## src/pagerank_arb_macros.svh

```systemverilog
// CU count, field widths, buffer depths and almost-full margin of the arbiter
`ifndef PAGERANK_ARB_MACROS_SVH
`define PAGERANK_ARB_MACROS_SVH

// Vertex compute units sharing the memory port
`define NUM_CU 4
`define CU_ID_BITS 2

// Vertex ids, degrees and counters
`define VERTEX_BITS 32

// Buffer depths, in entries
`define JOB_BUF_DEPTH 16
`define CMD_BUF_DEPTH 16

// Free entries left when almost-full rises
`define ALFULL_MARGIN 4

`define TAG_BITS 8

`endif

```

## src/pagerank_arb_pkg.sv

```systemverilog
// Opcode and response enums, vertex job, read command and read response structs
`include "pagerank_arb_macros.svh"

package pagerank_arb_pkg;

	// Kind of memory read a CU can issue
	typedef enum logic [1:0] {
		CMD_READ_VERTEX     = 2'd0,
		CMD_READ_EDGE_BLOCK = 2'd1
	} cmd_opcode_t;

	// Outcome reported by the memory side
	typedef enum logic [1:0] {
		RSP_DONE   = 2'd0,
		RSP_RETRY  = 2'd1,
		RSP_FAILED = 2'd2
	} rsp_code_t;

	// One vertex of work, 96 bits
	typedef struct packed {
		logic [`VERTEX_BITS-1:0] vertex_id;
		logic [`VERTEX_BITS-1:0] out_degree;
		logic [`VERTEX_BITS-1:0] edge_start;
	} vertex_job_t;

	// 76 bits with a 64-bit byte address
	typedef struct packed {
		cmd_opcode_t            opcode;
		logic [`CU_ID_BITS-1:0] cu_id;
		logic [`TAG_BITS-1:0]   tag;
		logic [63:0]            address;
	} read_cmd_t;

	typedef struct packed {
		rsp_code_t              code;
		logic [`CU_ID_BITS-1:0] cu_id;
		logic [`TAG_BITS-1:0]   tag;
	} read_rsp_t;

endpackage

```

## src/response_router.sv

```systemverilog
// Two-stage registered routing of read responses to the CU named by their id
`include "pagerank_arb_macros.svh"

module response_router (
	input  logic                        clock,
	input  logic                        rstn,
	input  logic                        enabled,
	input  logic                        rsp_valid,
	input  pagerank_arb_pkg::read_rsp_t rsp,
	output logic [`NUM_CU-1:0]          rsp_cu_valid,
	output pagerank_arb_pkg::read_rsp_t rsp_cu
);

	import pagerank_arb_pkg::*;

	logic [`NUM_CU-1:0] sel_next;
	logic [`NUM_CU-1:0] sel_valid;
	read_rsp_t          sel_rsp;

	// Responses only come back for commands issued while enabled
	always_comb begin
		sel_next = '0;
		if (enabled && rsp_valid) begin
			sel_next[rsp.cu_id] = 1'b1;
		end
	end

	always_ff @(posedge clock or negedge rstn) begin
		if (!rstn) begin
			sel_valid    <= '0;
			rsp_cu_valid <= '0;
		end else begin
			sel_valid    <= sel_next;
			rsp_cu_valid <= sel_valid;
		end
	end

	// Payload follows its valid through both stages
	always_ff @(posedge clock) begin
		if (|sel_next) begin
			sel_rsp <= rsp;
		end
		if (|sel_valid) begin
			rsp_cu <= sel_rsp;
		end
	end

endmodule

```

## config.mk

```make
export PLATFORM = sky130hd
export DESIGN_NAME = response_router
export DESIGN_NICKNAME = d
export VERILOG_FILES = /design/src/pagerank_arb_pkg.sv /design/src/response_router.sv
export VERILOG_INCLUDE_DIRS = /design/src
export SDC_FILE = /design/constraint.sdc
export NUM_CORES = 1
export LEC_CHECK = 0
export ABC_AREA = 1
export BUFFER_PORTS_ARGS = -buffer_cell sky130_fd_sc_hd__buf_2
export CAP_MARGIN = 20
export CELL_PAD_IN_SITES_DETAIL_PLACEMENT = 1
export CELL_PAD_IN_SITES_GLOBAL_PLACEMENT = 1
export CORE_UTILIZATION = 42
export DETAILED_ROUTE_END_ITERATION = 10
export GPL_TIMING_DRIVEN = 0
export PLACE_DENSITY = 0.86
export SYNTH_ARGS = -nofsm -noshare
export SYNTH_HDL_FRONTEND = slang
export SYNTH_SLANG_ARGS = --single-unit
```

## constraint.sdc

```tcl
create_clock -name clock -period 2.5 [get_ports clock]
set_input_delay 0.25 -clock clock [delete_from_list [all_inputs] [get_ports clock]]
set_output_delay 0.25 -clock clock [all_outputs]
set_load 0.02 [all_outputs]
```

# --- Word-level counts from Yosys, hierarchy flattened ---
# Index checks and enable logic that the tools add are counted.
op_classes:
  magnitude_cmp: 2
  mux: 3
  n_reduce_logical: 4
op_table:
  columns: ["op", "count"]
  rows:
  - ["4-bit OR reduction", 2]
  - ["4-bit two-way mux", 1]
  - ["2-bit by 3-bit < comparator with 1-bit output (second input constant)", 1]
  - ["1-bit demux with 2-bit select", 1]
  - ["2-bit by 1-bit >= comparator with 1-bit output (second input constant)", 1]
  - ["1-bit logical AND", 2]
  - ["1-bit two-way mux", 1]
word_totals:
  register_bits: 32
  out_inout_bits: 16

# --- Longest topological paths before layout ---
logic_depth:
  word_depth: 6
  mapped_depth: 3
  depth_no_buf: 3

# --- Worst setup path before layout ---
# No wires, ideal clock.
synth_timing:
  path_kind: "register to register"
  from: "register sel_valid[3]"
  to: "register rsp_cu[0] in the netlist's numbering (enable)"
  arrival_ns: 0.674
  required_time_ns: 2.171
  slack_ns: 1.497
  path_stages_with_launch: 3
  path_cell_list: "dfrtp_1 -> nor2_1 -> nand2_1"
synth_via:
  elab_chain_cells: 1
synth_lines:
  columns: ["item", "line", "rtl"]
  rows:
  - ["from (decl)", "response_router.sv:17", "logic [`NUM_CU-1:0] sel_valid;"]
  - ["from (signal assigned)", "response_router.sv:33", "sel_valid <= sel_next;"]
  - ["4-bit OR reduction", "response_router.sv:43", "if (|sel_valid) begin"]
  - ["to (signal assigned)", "response_router.sv:44", "rsp_cu <= sel_rsp;"]
  - ["to (decl)", "response_router.sv:11", "output pagerank_arb_pkg::read_rsp_t rsp_cu"]
# Every way passes these cells.
# A chain may end at the register's enable or synchronous reset.

# --- Worst setup path after layout ---
layout_timing:
  from: "register sel_valid[1]"
  to: "register rsp_cu[3] in the netlist's numbering (enable)"
# The elaborated chain is that of the path after synthesis.

==> results.py <==
metrics = {
    "power_and_ir_drop": {
        "p_leak_nw": 0.552,
        "switching_share": 0.209,
        "p_int_mw": 0.850,
        "power_frac_clock": 0.345,
        "power.net_switching_mw": 0.225,
        "cellPowerDensity_mw_per_mm2": 856,
        "p_seq_frac": 0.582,
        "combPwrFrac": 0.074,
        "ir_worst_vdd_v": 0.000599,
    },
    "die": {
        "die-area_mm2": 0.00253,
        "core-area_mm2": 0.00221,
        "initial_core_util": 0.443,
        "io_pins": 32,
        "rows": 17,
        "dieHeight_um": 50.3,
        "die_width_um": 50.3,
    },
    "drt": {
        "drc_errors": 0,
        "routed_wl_um": 1550,
        "firstDrtPassIters": 3,
        "viasPerCell": 4.31,
        "drt-initial-drc-count": 7,
        "drtAntennaViolNets": 0,
        "wl_per_cell_um": 13.4,
        "vias": 496,
    },
    "sta": {
        "slew_headroom": 0.681,
        "layout_min_cycle_time_ns": 1.15,
        "tns_ns": 0,
        "final_max_slew_viol_count": 0,
        "hold_viol": 0,
        "max_freq_ghz": 0.872,
        "worst_pin_slew_ns": 0.477,
        "hold_ws_ns": 0.0989,
        "min_period_over_period": 0.459,
        "finClkSkew_ns": 0.00857,
        "rsz0062_at_grt": "false",
        "setup_viol": 0,
    },
    "layout": {
        "layout_common_cells": "31 x buf_2, 24 x edfxtp_1, 8 x dfrtp_1",
        "diodes": 0,
        "drive_above_1_share": 0.448,
        "multi_input_area_um2": 47.5,
        "fin_area_mm2": 0.00126,
        "mostFrequentLayoutCell": "buf_2",
        "seqCellArea_um2": 921,
        "postLayoutCoreUtil": 0.568,
        "num-fill-cells": 231,
        "area_growth_pct": 28.2,
        "stdcell_count": 115,
        "fin_nets": 102,
    },
    "grt": {
        "grt_max_degree": 13,
        "antenna_found_initial": 0,
        "grt_pass1_wl_um": 2330,
        "overflow": 0,
        "grt_pass1_vias": 497,
        "grt_usage": 0.140,
    },
    "placement": {
        "placed_area_mm2": 0.00117,
        "hpwl_um": 1200,
        "port_buffers": 31,
        "gp_congestion": 0.672,
        "place_inst": 106,
    },
    "synth": {
        "synth_top_cell_by_area": "edfxtp_1",
        "syn_area_per_cell_um2": 20.8,
        "syn_nets": 63,
        "synth-seq-cells": 32,
        "synthTopCellsByArea": "edfxtp_1 74%, dfrtp_1 20%, nor2_1 2.3%, nand2_1 1.9%, inv_1 1.1%",
        "synth_seq_area_share": 0.940,
        "yosysTopAreaCellShare": 0.736,
        "ys_warn_count": 0,
        "synthCells": 47,
        "synth.distinct_cells": 6,
        "synth_area_um2": 980,
    },
    "critical_path": {
        "worst-r2r-setup-slack_ns": 1.35,
        "crit_arrival_ns": 1.12,
        "r2r_cells": 2,
        "critPathMaxFanout": 12,
        "worstSetupStartpointType": "flop",
        "slowest_stage": "dfrtp_1",
        "path_class": "flop to flop",
        "path_cells": "nor2_1 -> nand2_1",
        "slowest_delay_ns": 0.40,
        "worstSetupEndpointType": "flop",
        "required_ns": 2.48,
    },
    "clock_tree": {
        "insertion_delay_ns": 0.32,
        "cts-buffers-inserted": 5,
        "cts_max_level": 2,
        "clk_path_buf_depth": 2,
        "cts_root_buf": "clkbuf_4",
        "cts.sinks": 32,
        "cts.clk_slew.worst_paths_ns": 0.09,
        "tritoncts": "built",
    },
    "min_path": {
        "hold_class": "input port to flop",
        "min_delay_path_depth": 1,
    },
    "outcome": {
        "status": "completed",
    },
    "run": {
        "cap_violations": 0,
    },
}
-- what timing repair did --
action	in CTS	in global routing
resized for setup	0	0
hold buffers	1	0
setup buffers	0	0
hold endpoints to repair	8	0
-- cells in the mapped netlist --
master and n:
nor2_1 6, nand2_1 5, edfxtp_1 24, dfrtp_1 8
nand2_2 1, inv_1 3
-- stage by stage --
stage	power, mW	worst slack [ns]
global placement	0.709	1.42
finish	1.07	1.35
global route	1.11	1.27
floorplan	0.675	1.50
CTS	1.09	1.34
detailed placement	0.717	1.36
-- registers in the layout, indices dropped and copies added (netlist names) --
register and flops:
rsp_cu_valid 4, rsp_cu 12, sel_valid 4, sel_rsp 12
-- critical path: cells and delay by family (launching register included) --
kind             cells  cell delay [ns]
and+or+nand+nor      2             0.40
DFF                  1             0.40
-- path summary, 6_finish.rpt --
kind,from,end
worst min-delay path,rsp[7],sel_rsp[7]
worst max register to register,sel_valid[1],rsp_cu[3]
worst max-delay path,sel_valid[1],rsp_cu[3]
min in group asynchronous,rstn,rsp_cu_valid[1]
worst min register to register,sel_valid[3],rsp_cu_valid[3]
max in group asynchronous,rstn,sel_valid[2]
-- cell families after synthesis --
| group | synth area share |
|---|---|
| flip-flops | 0.940 |
| AND/OR/NAND/NOR | 0.0485 |
| buffers and inverters | 0.0115 |
-- routing by layer --
| metal | global-route usage | share of wire | vias up | wire length (um) |
|---|---|---|---|---|
| li1 | - | - | 240 | - |
| met2 | 0.213 | 0.51 | 19 | 790 |
| met1 | 0.165 | 0.43 | 235 | 659 |
| met5 | 0 | 0 | - | 0 |
| met3 | 0.0667 | 0.049 | 2 | 75 |
| met4 | 0.0694 | 0.013 | 0 | 20 |
-- power groups by stage --
stage / logic, mW / registers, mW / clock network, mW
2_1_floorplan: 0.0121 / 0.663 / 0
3_3_place_gp: 0.0763 / 0.633 / 0
3_5_place_dp: 0.0790 / 0.638 / 0
4_1_cts: 0.0805 / 0.626 / 0.384
5_1_grt: 0.0859 / 0.628 / 0.396
6_report: 0.0793 / 0.625 / 0.370
-- final cells by class --
cell class	instances	share of cell area
multi-input combinational	12	0.0378
clock buffer	6	0.0329
inverter	3	0.00896
timing repair buffer	32	0.131
clock inverter	2	0.0279
tap	28	0.0279
sequential	32	0.733
No activity file was read; power rests on OpenSTA's default activity.
