## config.mk

```make
export PLATFORM = sky130hd
export DESIGN_NAME = done_counter_reduce
export DESIGN_NICKNAME = d
export VERILOG_FILES = /design/src/done_counter_reduce.sv
export VERILOG_INCLUDE_DIRS = /design/src
export SDC_FILE = /design/constraint.sdc
export NUM_CORES = 1
export LEC_CHECK = 0
export ABC_AREA = 1
export CAP_MARGIN = 20
export CELL_PAD_IN_SITES_DETAIL_PLACEMENT = 0
export CELL_PAD_IN_SITES_GLOBAL_PLACEMENT = 2
export CORE_MARGIN = 4
export CORE_UTILIZATION = 35
export CTS_CLUSTER_SIZE = 40
export DETAILED_ROUTE_END_ITERATION = 8
export DONT_BUFFER_PORTS = 1
export PLACE_DENSITY_LB_ADDON = 0.1
export SYNTH_ARGS = -nofsm -noshare
export SYNTH_HDL_FRONTEND = slang
export SYNTH_SLANG_ARGS = --single-unit
```

## constraint.sdc

```tcl
create_clock -name clock -period 6.7 [get_ports clock]
set_input_delay 1.34 -clock clock [delete_from_list [all_inputs] [get_ports clock]]
set_output_delay 1.34 -clock clock [all_outputs]
set_load 0.01 [all_outputs]
```

## src/pagerank_arb_macros.svh

```systemverilog
// CU count, field widths, buffer depths and almost-full margin of the arbiter
`ifndef PAGERANK_ARB_MACROS_SVH
`define PAGERANK_ARB_MACROS_SVH

// Vertex compute units sharing the memory port
`define NUM_CU 4
`define CU_ID_BITS 2

// Vertex ids, degrees and counters
`define VERTEX_BITS 32

// Buffer depths, in entries
`define JOB_BUF_DEPTH 16
`define CMD_BUF_DEPTH 16

// Free entries left when almost-full rises
`define ALFULL_MARGIN 4

`define TAG_BITS 8

`endif

```

## src/done_counter_reduce.sv

```systemverilog
// Registered sum of the per-CU processed-vertex counters
`include "pagerank_arb_macros.svh"

module done_counter_reduce (
	input  logic                    clock,
	input  logic                    rstn,
	input  logic                    enabled,
	input  logic [`VERTEX_BITS-1:0] count_cu [0:`NUM_CU-1],
	output logic [`VERTEX_BITS-1:0] total
);

	logic [`VERTEX_BITS-1:0] count_q [0:`NUM_CU-1];
	logic [`VERTEX_BITS-1:0] sum;

	always_ff @(posedge clock) begin
		count_q <= count_cu;
	end

	// Wraps at the counter width
	always_comb begin
		sum = '0;
		for (int i = 0; i < `NUM_CU; i++) begin
			sum = sum + count_q[i];
		end
	end

	// Frozen while disabled
	always_ff @(posedge clock or negedge rstn) begin
		if (!rstn) begin
			total <= '0;
		end else if (enabled) begin
			total <= sum;
		end
	end

endmodule

```

=== Yosys cells after proc, flatten, opt, wreduce, memory -nomap -nowiden ===
Cells that the tools add are included.

* Input bits: 131
* Word-level logic and storage cells: 8
* Flip-flop bits (word level): 160
* Output and inout bits: 32

* Add/subtract/negate cells: 3

{| class="wikitable"
|+ Operators with widths
! cell !! number
|-
| $add A32 B32 Y32 || 3
|}

=== Logic depth before layout (Yosys ltp) ===
Gate-level depths: netlist (run 1).

* Word-level depth: 3
* Gate-level depth with buffers: 16
* Depth with buffers taken out: 16

=== Worst setup path before layout (run 1) ===
OpenSTA, ideal clock, no wires.

* Path kind: register to register
* Start point: register count_q[1] in the netlist's numbering
* End point: register total[17]
* Clock period less this slack: 2.700 ns
* Stages on the path, launching flop included: 12
* Required time: 6.634 ns
* Slack: 4.000 ns
* Path buffers: 0
* Setup time: 0.066 ns
* Arrival time: 2.634 ns
* Cell sequence: dfxtp_1 > fa_1 > fa_1 > ha_1 > fa_1 > nand3_1 > nand3_1 > a21oi_1 > nor2_1 > o21ai_1 > nand3_1 > nand2_1

* Cells in the longest elaborated chain, start to end: 1

{| class="wikitable"
|+ Ends and longest elaborated chain
! what !! line !! source
|-
| start, declared || done_counter_reduce.sv:12 || <nowiki>logic [`VERTEX_BITS-1:0] count_q [0:`NUM_CU-1];</nowiki>
|-
| start signal, assigned || done_counter_reduce.sv:16 || <nowiki>count_q <= count_cu;</nowiki>
|-
| $add A32 B32 Y32 || done_counter_reduce.sv:23 || <nowiki>sum = sum + count_q[i];</nowiki>
|-
| end signal, assigned || done_counter_reduce.sv:32 || <nowiki>total <= sum;</nowiki>
|-
| end, declared || done_counter_reduce.sv:9 || <nowiki>output logic [`VERTEX_BITS-1:0] total</nowiki>
|}

Every way passes these cells.
A chain may end at the register's enable or synchronous reset.

=== Worst setup path after layout (run 1) ===
Same ends and word-level chain as after synthesis.

==> reports/metrics.csv, run 1 <==
metric,value,unit
top-count cell post-synth,inv_1,
switching share of power,39.87,%
Slew @ Worst Pin,0.5169,ns
CP Launch Point,count_q[1]$_DFF_P_,
nets,1192,
normalized max-slew margin,65.54,%
FF-to-FF Start,count_q[1]$_DFF_P_,
gr ovfl total,0,
pre-CTS setup slack,3.507,ns
Max Slew Vio Count,0,
critical path type,flop to flop,
"EDFF count, synth",0,
row cnt,54,
dpl hpwl,13.99,mm
GP Congestion,0.7725,
# resized after CTS,0,
H-Tree Depth,4,
Starting Density,35.94,%
first-pass GRT wire length,28.01,mm
synthesis-to-layout area growth,11.62,%
Sequential Power Share,37.2,%
number of global-route vias before repair,5428,
Die ar.,0.02509,sq mm
power density over cell area,373.3,mW/mm^2
Comb power frac,33.3,%
reg2reg setup slack,3.54,ns
worst path arrival time,3.53,ns
Mapped Area,0.007916,sq mm
status,"finished, final reports clean",
worst skew pair latency,0.43,ns
fmax,316.9,MHz
skew final,0.01119,ns
Vias/cell,4.174,
Crit Path Max Fanout,4,
Post-DRT Antenna Nets,0,
Pint,1.983,mW
CP endpoint,total[17]$_DFFE_PN0P_,
PnR worst setup slack,3.544,ns
Vias,5264,
initial antenna violation count,0,
post-synth top area cell,dfxtp_1,
Routed WL per cell,13.79,um
CP Capture Type,flop,
sequential area share after synthesis,42.48,%
Max Cap Viol,0,
Synth cell types,31,
Syn Nets,1178,
CP startpoint kind,flop,
Synth Instances,954,
final WL,17.39,mm
Tot GR Track Use,14.62,%
Die H,158.4,um
post-CTS setup buffers,0,
Worst Reg-to-Reg Cells,11,
cts hold-fix bufs,0,
cts bufs inserted,17,
Leakage,4.884,nW
mean area per synthesized cell,8.298,sq um
Root Driver,clkbuf_16,
Tmin final,3.156,ns
PortBufs,0,
final setup violation count,0,
clock power share,29.5,%
count of final hold-check violations,0,
CP Data Required Time,7.07,ns
Max IR drop VDD,0.1542,mV
Die X,158.4,um
Synth top area share,32.37,%
synthesized flop and latch total,160,
drt pass-1 iters,4,
proportion of layout cells with a drive suffix above 1,5.912,%
r2r endpoint,total[17]$_DFFE_PN0P_,
setup tns final,0,ns
"Reg clk slew, reported paths",0.07,ns
clock sink count,160,
Ys Warns,0,
antenna cells,0,
Core ar.,0.02203,sq mm
P_sw,1.315,mW
CTS tree,built,
fill count,2325,
asr flop ratio synth,20.00,%
Max clock buf depth,2,
Synth area leaders,"dfxtp_1 (32%), fa_1 (16%), inv_1 (13%), nand2_1 (12%), dfrtp_1 (10%)",
io pins,163,
RSZ-0062 raised after global routing,no,
Post-synth top flop,dfxtp_1,
worst hold path class,flop to flop,
Tcrit/Tclk final,47.10,%
DRT iter0 DRCs,197,
Post-synth top cells,"inv_1 (272), nand2_1 (258), dfxtp_1 (128)",
largest net degree at the start of global routing,46,
DRC,0,
[metal layers]
metal	share of wire, %	GRT usage (%)	routed length [um]	up-vias
met2	45	22.50	7810	113
met1	49	19.88	8468	2370
met4	0.62	4.387	108	0
met3	5.7	4.512	999	6
met5	0	0	0	-
li1	-	-	-	2775
[critical path, cell delays in order, from the launching register on]
cell and delay (ns):
dfxtp_1 0.32, fa_1 0.55, fa_1 0.41, ha_1 0.25, fa_1 0.45, nand3_1 0.11, nand3_1 0.21, a21oi_1 0.39
nor2_1 0.07, o21ai_1 0.13, nand3_1 0.13, nand2_1 0.08
[power groups by stage]
| stage | Combinational [mW] | Clock [mW] | Sequential (mW) |
|---|---|---|---|
| final | 1.10 | 0.973 | 1.23 |
| after global routing | 1.28 | 1.06 | 1.25 |
| after CTS | 1.13 | 1.02 | 1.24 |
| after detailed placement | 1.12 | 0 | 1.26 |
| after global placement | 1.12 | 0 | 1.26 |
| after floorplan | 0.841 | 0 | 1.21 |
[placed cells by master, fill, tap and decap left out, drive strengths merged]
| cell type | Yosys | routed |
|---|---|---|
| inv | 278 | 288 |
| nand2 | 264 | 264 |
| dfxtp | 128 | 128 |
| fa | 62 | 62 |
| nand3 | 45 | 45 |
| nor2 | 40 | 40 |
| dfrtp | 32 | 32 |
| ha | 31 | 31 |
| a21oi | 23 | 23 |
| clkbuf | 4 | 17 |
| o21ai | 16 | 16 |
| xnor2 | 11 | 11 |
| clkinv | 1 | 6 |
| xor2 | 4 | 4 |
| o21bai | 3 | 3 |
| nand4 | 2 | 2 |
| nand3b | 2 | 2 |
| o211ai | 2 | 2 |
| nor3 | 2 | 2 |
| a21o | 1 | 1 |
| and2 | 1 | 1 |
| buf | 2 | 1 |
[state kept, by name (all words and copies together) (netlist names)]
register  flops
count_q     128
total        32
[cell type report]
type / count / area (sq um) / area share (%)
repair buffers: 1 / 7.507 / 0.08496
flip-flops and latches: 160 / 3363 / 38.06
inverters: 279 / 1047 / 11.85
well taps: 280 / 350.3 / 3.965
clock buffers: 17 / 425.4 / 4.815
multi-input cells: 509 / 3481 / 39.39
clock inverters: 15 / 161.4 / 1.827
[cell families (layout without fill, tap and decap cells)]
family          count (synthesis)  after routing  share of synthesized area (%)
flops                         160            160                          42.48
xor+xnor                       15             15                          1.659
compound gates                 45             45                          3.224
simple gates                  356            356                          18.51
fa+ha+maj                      93             93                          20.58
buf+inv                       285            312                          13.55
[how the worst min path moves through the flow]
stage	startpoint	to	slack [ns]	cells after the start
floorplan	total[0]$_DFFE_PN0P_	total[0]$_DFFE_PN0P_	0.51	2
global placement	total[0]$_DFFE_PN0P_	total[0]$_DFFE_PN0P_	0.53	2
detailed placement	total[1]$_DFFE_PN0P_	total[1]$_DFFE_PN0P_	0.53	2
CTS	total[1]$_DFFE_PN0P_	total[1]$_DFFE_PN0P_	0.55	2
global route	rstn	total[14]$_DFFE_PN0P_	0.56	0
finish	total[1]$_DFFE_PN0P_	total[1]$_DFFE_PN0P_	0.54	2
[per-stage QoR]
stage	utilization [%]	cells	cell area (sq um)	power (mW)	hold slack (ns)
floorplan	-	954	7916	2.048	0.5086
global placement	37.45	1229	8249	2.380	0.5287
detailed placement	37.45	1229	8249	2.377	0.5304
CTS	40.12	1261	8836	3.378	0.5476
global route	40.12	1261	8836	3.586	0.5610
finish	40.12	1261	8836	3.298	0.5425
No activity file was read; power rests on OpenSTA's default activity.
==> run 2: changes to the inputs <==
--- a/config.mk
+++ b/config.mk
@@ -11,7 +11,7 @@
 export CELL_PAD_IN_SITES_DETAIL_PLACEMENT = 0
 export CELL_PAD_IN_SITES_GLOBAL_PLACEMENT = 2
 export CORE_MARGIN = 4
-export CORE_UTILIZATION = 35
+export CORE_UTILIZATION = 34
 export CTS_CLUSTER_SIZE = 40
 export DETAILED_ROUTE_END_ITERATION = 8
 export DONT_BUFFER_PORTS = 1
==> constraint.sdc (replaced) <==
create_clock -name clock -period 2.55 [get_ports clock]
set_input_delay 0.51 -clock clock [delete_from_list [all_inputs] [get_ports clock]]
set_output_delay 0.51 -clock clock [all_outputs]
set_load 0.01 [all_outputs]
==> run 2 against run 1 <==
  * The flow now finishes with violations (setup timing)
  * Hold slack got worse by 0.44 ns
  * Flip-flop and latch count did not move
  * Worst setup slack got worse by 3.8 ns
  * Die area rose by 2.8%
  * First-iteration DRC count fell by 11%
  * Sequential power rose to 2.6 times the previous value
  * Power rose to 3.3 times the previous value
  * Wire length rose by 6.9%
  * Design area rose by 22%
  * Utilization rose by 7.2 points
==> reports/metrics.csv, run 2 (synthesized netlist as in run 1, its figures left out) <==
metric,value,unit
CP max stage delay,0.56,ns
Tcrit/Tclk final,108.8,%
Die H,160.6,um
Routed WL per cell,13.61,um
Vias/cell,4.098,
count of final hold-check violations,0,
io pins,163,
Worst Reg-to-Reg Cells,13,
cts bufs inserted,17,
final WL,18.58,mm
Pwr Total,10.96,mW
Core ar.,0.02278,sq mm
Crit Path Max Fanout,3,
most frequent cells in the layout,"inv_1 (249), nand2_1 (167), dfxtp_1 (120)",
PnR worst setup slack,-0.2248,ns
antenna cells,0,
status,finished with violations,
critical path type,flop to flop,
power density over cell area,1016,mW/mm^2
"commonest non-fill, non-tap cell in the layout",inv_1,
Tmin final,2.775,ns
dpl hpwl,14.49,mm
drt pass-1 iters,4,
proportion of layout cells with a drive suffix above 1,33.08,%
number of global-route vias before repair,5843,
Starting Density,34.75,%
CP startpoint kind,flop,
gr ovfl total,0,
worst hold path class,input pin to flop,
Die X,160.6,um
worst skew pair latency,0.43,ns
GP Congestion,0.7925,
skew final,0.009248,ns
first-pass GRT wire length,30.53,mm
WHS Path Cells,0,
Max Cap Viol,0,
largest net degree at the start of global routing,33,
CTS tree,built,
r2r endpoint,total[27]$_DFFE_PN0P_,
fmax,360.4,MHz
max reg flops,128,
hold path start,count_cu[74],
"Reg clk slew, reported paths",0.07,ns
final setup violation count,26,
H-Tree Depth,4,
FF-to-FF Start,count_q[1]$_DFF_P_,
normalized max-slew margin,54.54,%
Max clock buf depth,2,
failing checks,setup timing,
initial antenna violation count,0,
PortBufs,0,
nets,1263,
"critical path, cell by cell",fa_1 > fa_1 > ha_2 > fa_2 > buf_6 > nand2_4 > nand3_4 > nand2_2 > nand2_4 > nand2_1 > nand3_1 > nand3_1 > nand2_1,
DRT iter0 DRCs,176,
Root Driver,clkbuf_16,
CP Capture Type,flop,
biggest regs,"count_q: 128 flops, total: 32 flops",
row cnt,55,
worst path arrival time,3.09,ns
RSZ-0062 raised after global routing,yes,
synthesis-to-layout area growth,36.27,%
Max IR drop VDD,0.5005,mV
Tot GR Track Use,15.06,%
Slew @ Worst Pin,0.6778,ns
slowest cell on the critical path,fa_1,
Max Slew Vio Count,0,
clock sink count,160,
Biggest register,count_q,
setup tns final,-4.180,ns
Post-DRT Antenna Nets,0,
Leakage,5.528,nW
Die ar.,0.02579,sq mm
reg2reg setup slack,-0.22,ns
Worst Hold Path EP,count_q[74]$_DFF_P_,
CP Data Required Time,2.87,ns
Vias,5594,
DRC,0,
-- run 2: power breakdown --
| part | internal (mW) | leakage, nW | switching, mW |
|---|---|---|---|
| sequential | 2.86 | 1.47 | 0.370 |
| clock | 1.48 | 0.290 | 1.14 |
| combinational | 2.31 | 3.77 | 2.80 |
| total | 6.65 | 5.53 | 4.31 |
-- run 2: worst max-delay path: cells and delay by family, from the launching register on --
| kind | cells | cell delay, ns |
|---|---|---|
| simple gates | 8 | 0.62 |
| fa+ha+maj | 4 | 1.58 |
| buf+inv | 1 | 0.14 |
| flops | 1 | 0.32 |
-- run 2: cell type report --
type                       count  area, sq um
multi-input combinational    509         4747
clock inverter                14        170.2
clock buffer                  18        429.2
tap                          313        391.6
sequential                   160         3373
inverter                     279         1055
fill                        2277        11990
timing repair buffer          72        621.8
-- run 2: what timing repair did --
action	in CTS	in global routing
setup endpoints to repair	28	28
hold buffers	2	0
cloned	0	0
pin swaps	40	67
buffers inserted	6	12
endpoints found under the hold margin	32	0
gates resized for setup	175	127
-- run 2: worst max-delay path by stage --
stage	end	start	cells past startpoint	slack [ns]
5_1_grt	total[27]$_DFFE_PN0P_	count_q[20]$_DFF_P_	15	-0.41
3_5_place_dp	total[27]$_DFFE_PN0P_	count_q[20]$_DFF_P_	15	-0.39
4_1_cts	total[27]$_DFFE_PN0P_	count_q[1]$_DFF_P_	13	-0.24
3_3_place_gp	total[14]$_DFFE_PN0P_	count_q[3]$_DFF_P_	14	-0.37
2_1_floorplan	total[24]$_DFFE_PN0P_	count_q[14]$_DFF_P_	14	-0.01
6_report	total[27]$_DFFE_PN0P_	count_q[1]$_DFF_P_	13	-0.22
-- run 2: per-stage QoR --
step                util [%]  worst slack, ns  hold slack (ns)  std cells  area [sq um]
floorplan                  -         -0.01482           0.2144        954          8001
global placement       38.65          -0.3689           0.2157       1319          8803
detailed placement     38.65          -0.3862           0.2155       1319          8803
CTS                    45.06          -0.2365          0.07657       1355         10260
global route           47.36          -0.4068          0.07279       1365         10790
finish                 47.36          -0.2248           0.1032       1365         10790
-- run 2: per-layer routing --
layer  wire [um]  GRT usage (%)  vias to the layer above  part of all wire, %
li1            -              -                     2923                    -
met1        8660          19.84                     2550                   47
met2        8715          24.27                      111                   47
met3        1003          4.208                       10                  5.4
met4         201          4.458                        0                  1.1
met5           0              0                        -                    0
==> run 3: changes to the inputs <==
==> constraint.sdc (replaced) <==
create_clock -name clock -period 2.4 [get_ports clock]
set_input_delay 0.48 -clock clock [delete_from_list [all_inputs] [get_ports clock]]
set_output_delay 0.48 -clock clock [all_outputs]
set_load 0.01 [all_outputs]
==> run 3 against run 2 <==
  * The run still ends with setup timing left
  * First-iteration DRC count fell by 6.3%
  * Register-to-register slack got worse by 0.11 ns
  * Clock-buffer cell count did not move
  * Critical path type unchanged
  * Largest cell class unchanged
  * Worst setup slack got worse by 0.11 ns
==> reports/metrics.csv, run 3 (synthesized netlist as in run 1, its figures left out) <==
metric,value,unit
gr ovfl total,0,
Crit Path Max Fanout,4,
Comb power frac,44.7,%
P_sw,4.426,mW
power density over cell area,1079,mW/mm^2
final core occ,46.23,%
cell family with most CP delay,adder cells,
slowest cell on the critical path,fa_1,
Starting Density,34.75,%
final WL,18.33,mm
normalized max-slew margin,62.60,%
Tot GR Track Use,15.05,%
Die X,160.6,um
CP max stage delay,0.54,ns
Die ar.,0.02579,sq mm
switching share of power,38.96,%
most frequent cells in the layout,"inv_1 (255), nand2_1 (177), dfxtp_1 (119)",
biggest regs,"count_q: 128 flops, total: 32 flops",
io pins,163,
clock power share,25.1,%
Max Cap Viol,0,
critical path type,flop to flop,
first-pass GRT wire length,30.62,mm
final setup violation count,28,
cts bufs inserted,17,
initial antenna violation count,0,
Routed WL per cell,13.62,um
RSZ-0062 raised after global routing,yes,
number of global-route vias before repair,5904,
failing checks,setup timing,
status,finished with violations,
DRC,0,
Pint,6.936,mW
hold path start,count_cu[122],
Pwr Total,11.36,mW
drt pass-1 iters,4,
count of final hold-check violations,0,
GP Congestion,0.8007,
H-Tree Depth,4,
Core ar.,0.02278,sq mm
max reg flops,128,
CP Capture Type,flop,
worst path arrival time,3.05,ns
Tmin final,2.739,ns
proportion of layout cells with a drive suffix above 1,30.69,%
nets,1244,
Buf/Inv on CP,4,
CP startpoint kind,flop,
Biggest register,count_q,
Tcrit/Tclk final,114.1,%
Vias,5593,
worst skew pair latency,0.43,ns
"commonest non-fill, non-tap cell in the layout",inv_1,
CP Launch Point,count_q[75]$_DFF_P_,
skew final,0.009336,ns
"critical path, cell by cell",inv_2 > fa_1 > fa_1 > inv_2 > ha_4 > nand2_4 > inv_2 > buf_6 > a21oi_4 > nand3_4 > nand2_2 > nand3_1 > nand3_1 > nand2_1,
fill count,2283,
Max clock buf depth,2,
Max Slew Vio Count,0,
row cnt,55,
CP dominant cell by count,inv_2,
PortBufs,0,
fmax,365.1,MHz
Leakage,5.442,nW
Die H,160.6,um
CP Data Required Time,2.71,ns
Max IR drop VDD,0.4281,mV
Post-DRT Antenna Nets,0,
largest net degree at the start of global routing,46,
Root Driver,clkbuf_16,
Slew @ Worst Pin,0.5610,ns
clock sink count,160,
worst hold path class,input pin to flop,
DRT iter0 DRCs,165,
antenna cells,0,
"Reg clk slew, reported paths",0.07,ns
PnR worst setup slack,-0.3392,ns
dpl hpwl,14.52,mm
synthesis-to-layout area growth,33.02,%
CTS tree,built,
Vias/cell,4.155,
Sequential Power Share,30.2,%
FF-to-FF Start,count_q[75]$_DFF_P_,
## run 3: cell count changes in the layout (fill, tap and decap cells not counted), moves of 3 or more
cell and change:
buf_4 -15, inv_4 -3, inv_6 +3, nand2_1 +10, nand2_2 -10, a21oi_2 +3
nor2_2 +5, inv_2 -3, fa_1 -4, fa_2 +4, inv_8 -3, inv_1 +6
nor2_4 -6
## run 3: final cells by class
class                           count  area (sq um)  area share [%]
Inverter                          279          1047           9.945
Multi-Input combinational cell    509          4663           44.28
Clock buffer                       18         429.2           4.076
Sequential cell                   160          3374           32.05
Clock inverter                     14         177.7           1.687
Timing Repair Buffer               53         446.7           4.242
Tap cell                          313         391.6           3.719
## run 3: stage by stage
stage,hold slack [ns],worst slack (ns),instance area (sq um),TNS (ns),std cells
6_report,0.07121,-0.3392,10530,-7.571,1346
5_1_grt,0.04335,-0.4766,10530,-11.28,1346
4_1_cts,0.04989,-0.3329,10170,-7.294,1341
3_5_place_dp,0.1865,-0.4033,9115,-8.741,1303
3_3_place_gp,0.1861,-0.4037,9115,-8.253,1303
2_1_floorplan,0.1844,-0.1400,8433,-1.685,954
## run 3: metal layers
layer | vias up | GRT usage [%] | wire (um)
met1 | 2591 | 20.31 | 8688
met2 | 110 | 23.58 | 8416
met4 | 0 | 3.989 | 197
met5 | - | 0 | 0
met3 | 14 | 4.645 | 1024
li1 | 2878 | - | -
## run 3: power groups by stage
stage          sequential [mW]  combinational [mW]  clock, mW
5_1_grt                   3.50                5.68       3.07
4_1_cts                   3.46                4.76       2.96
6_report                  3.43                5.08       2.85
3_3_place_gp              3.51                4.17          0
3_5_place_dp              3.51                4.16          0
2_1_floorplan             3.37                2.94          0
## run 3: worst paths after layout
kind,cells past startpoint,slack [ns],end
min reg2reg,2,0.54,total[0]$_DFFE_PN0P_
max reg2reg,14,-0.34,total[28]$_DFFE_PN0P_
min in group asynchronous,2,0.52,total[10]$_DFFE_PN0P_
min,0,0.07,count_q[122]$_DFF_P_
max,14,-0.34,total[28]$_DFFE_PN0P_
max in group asynchronous,2,1.68,total[28]$_DFFE_PN0P_
## run 3: repair_timing
action	4_1_cts	5_1_grt
hold buffers	2	0
gates resized for setup	106	98
setup buffers	6	8
cloned	0	0
endpoints found under the hold margin	32	0
setup endpoints to repair	28	28
pin swaps	54	76
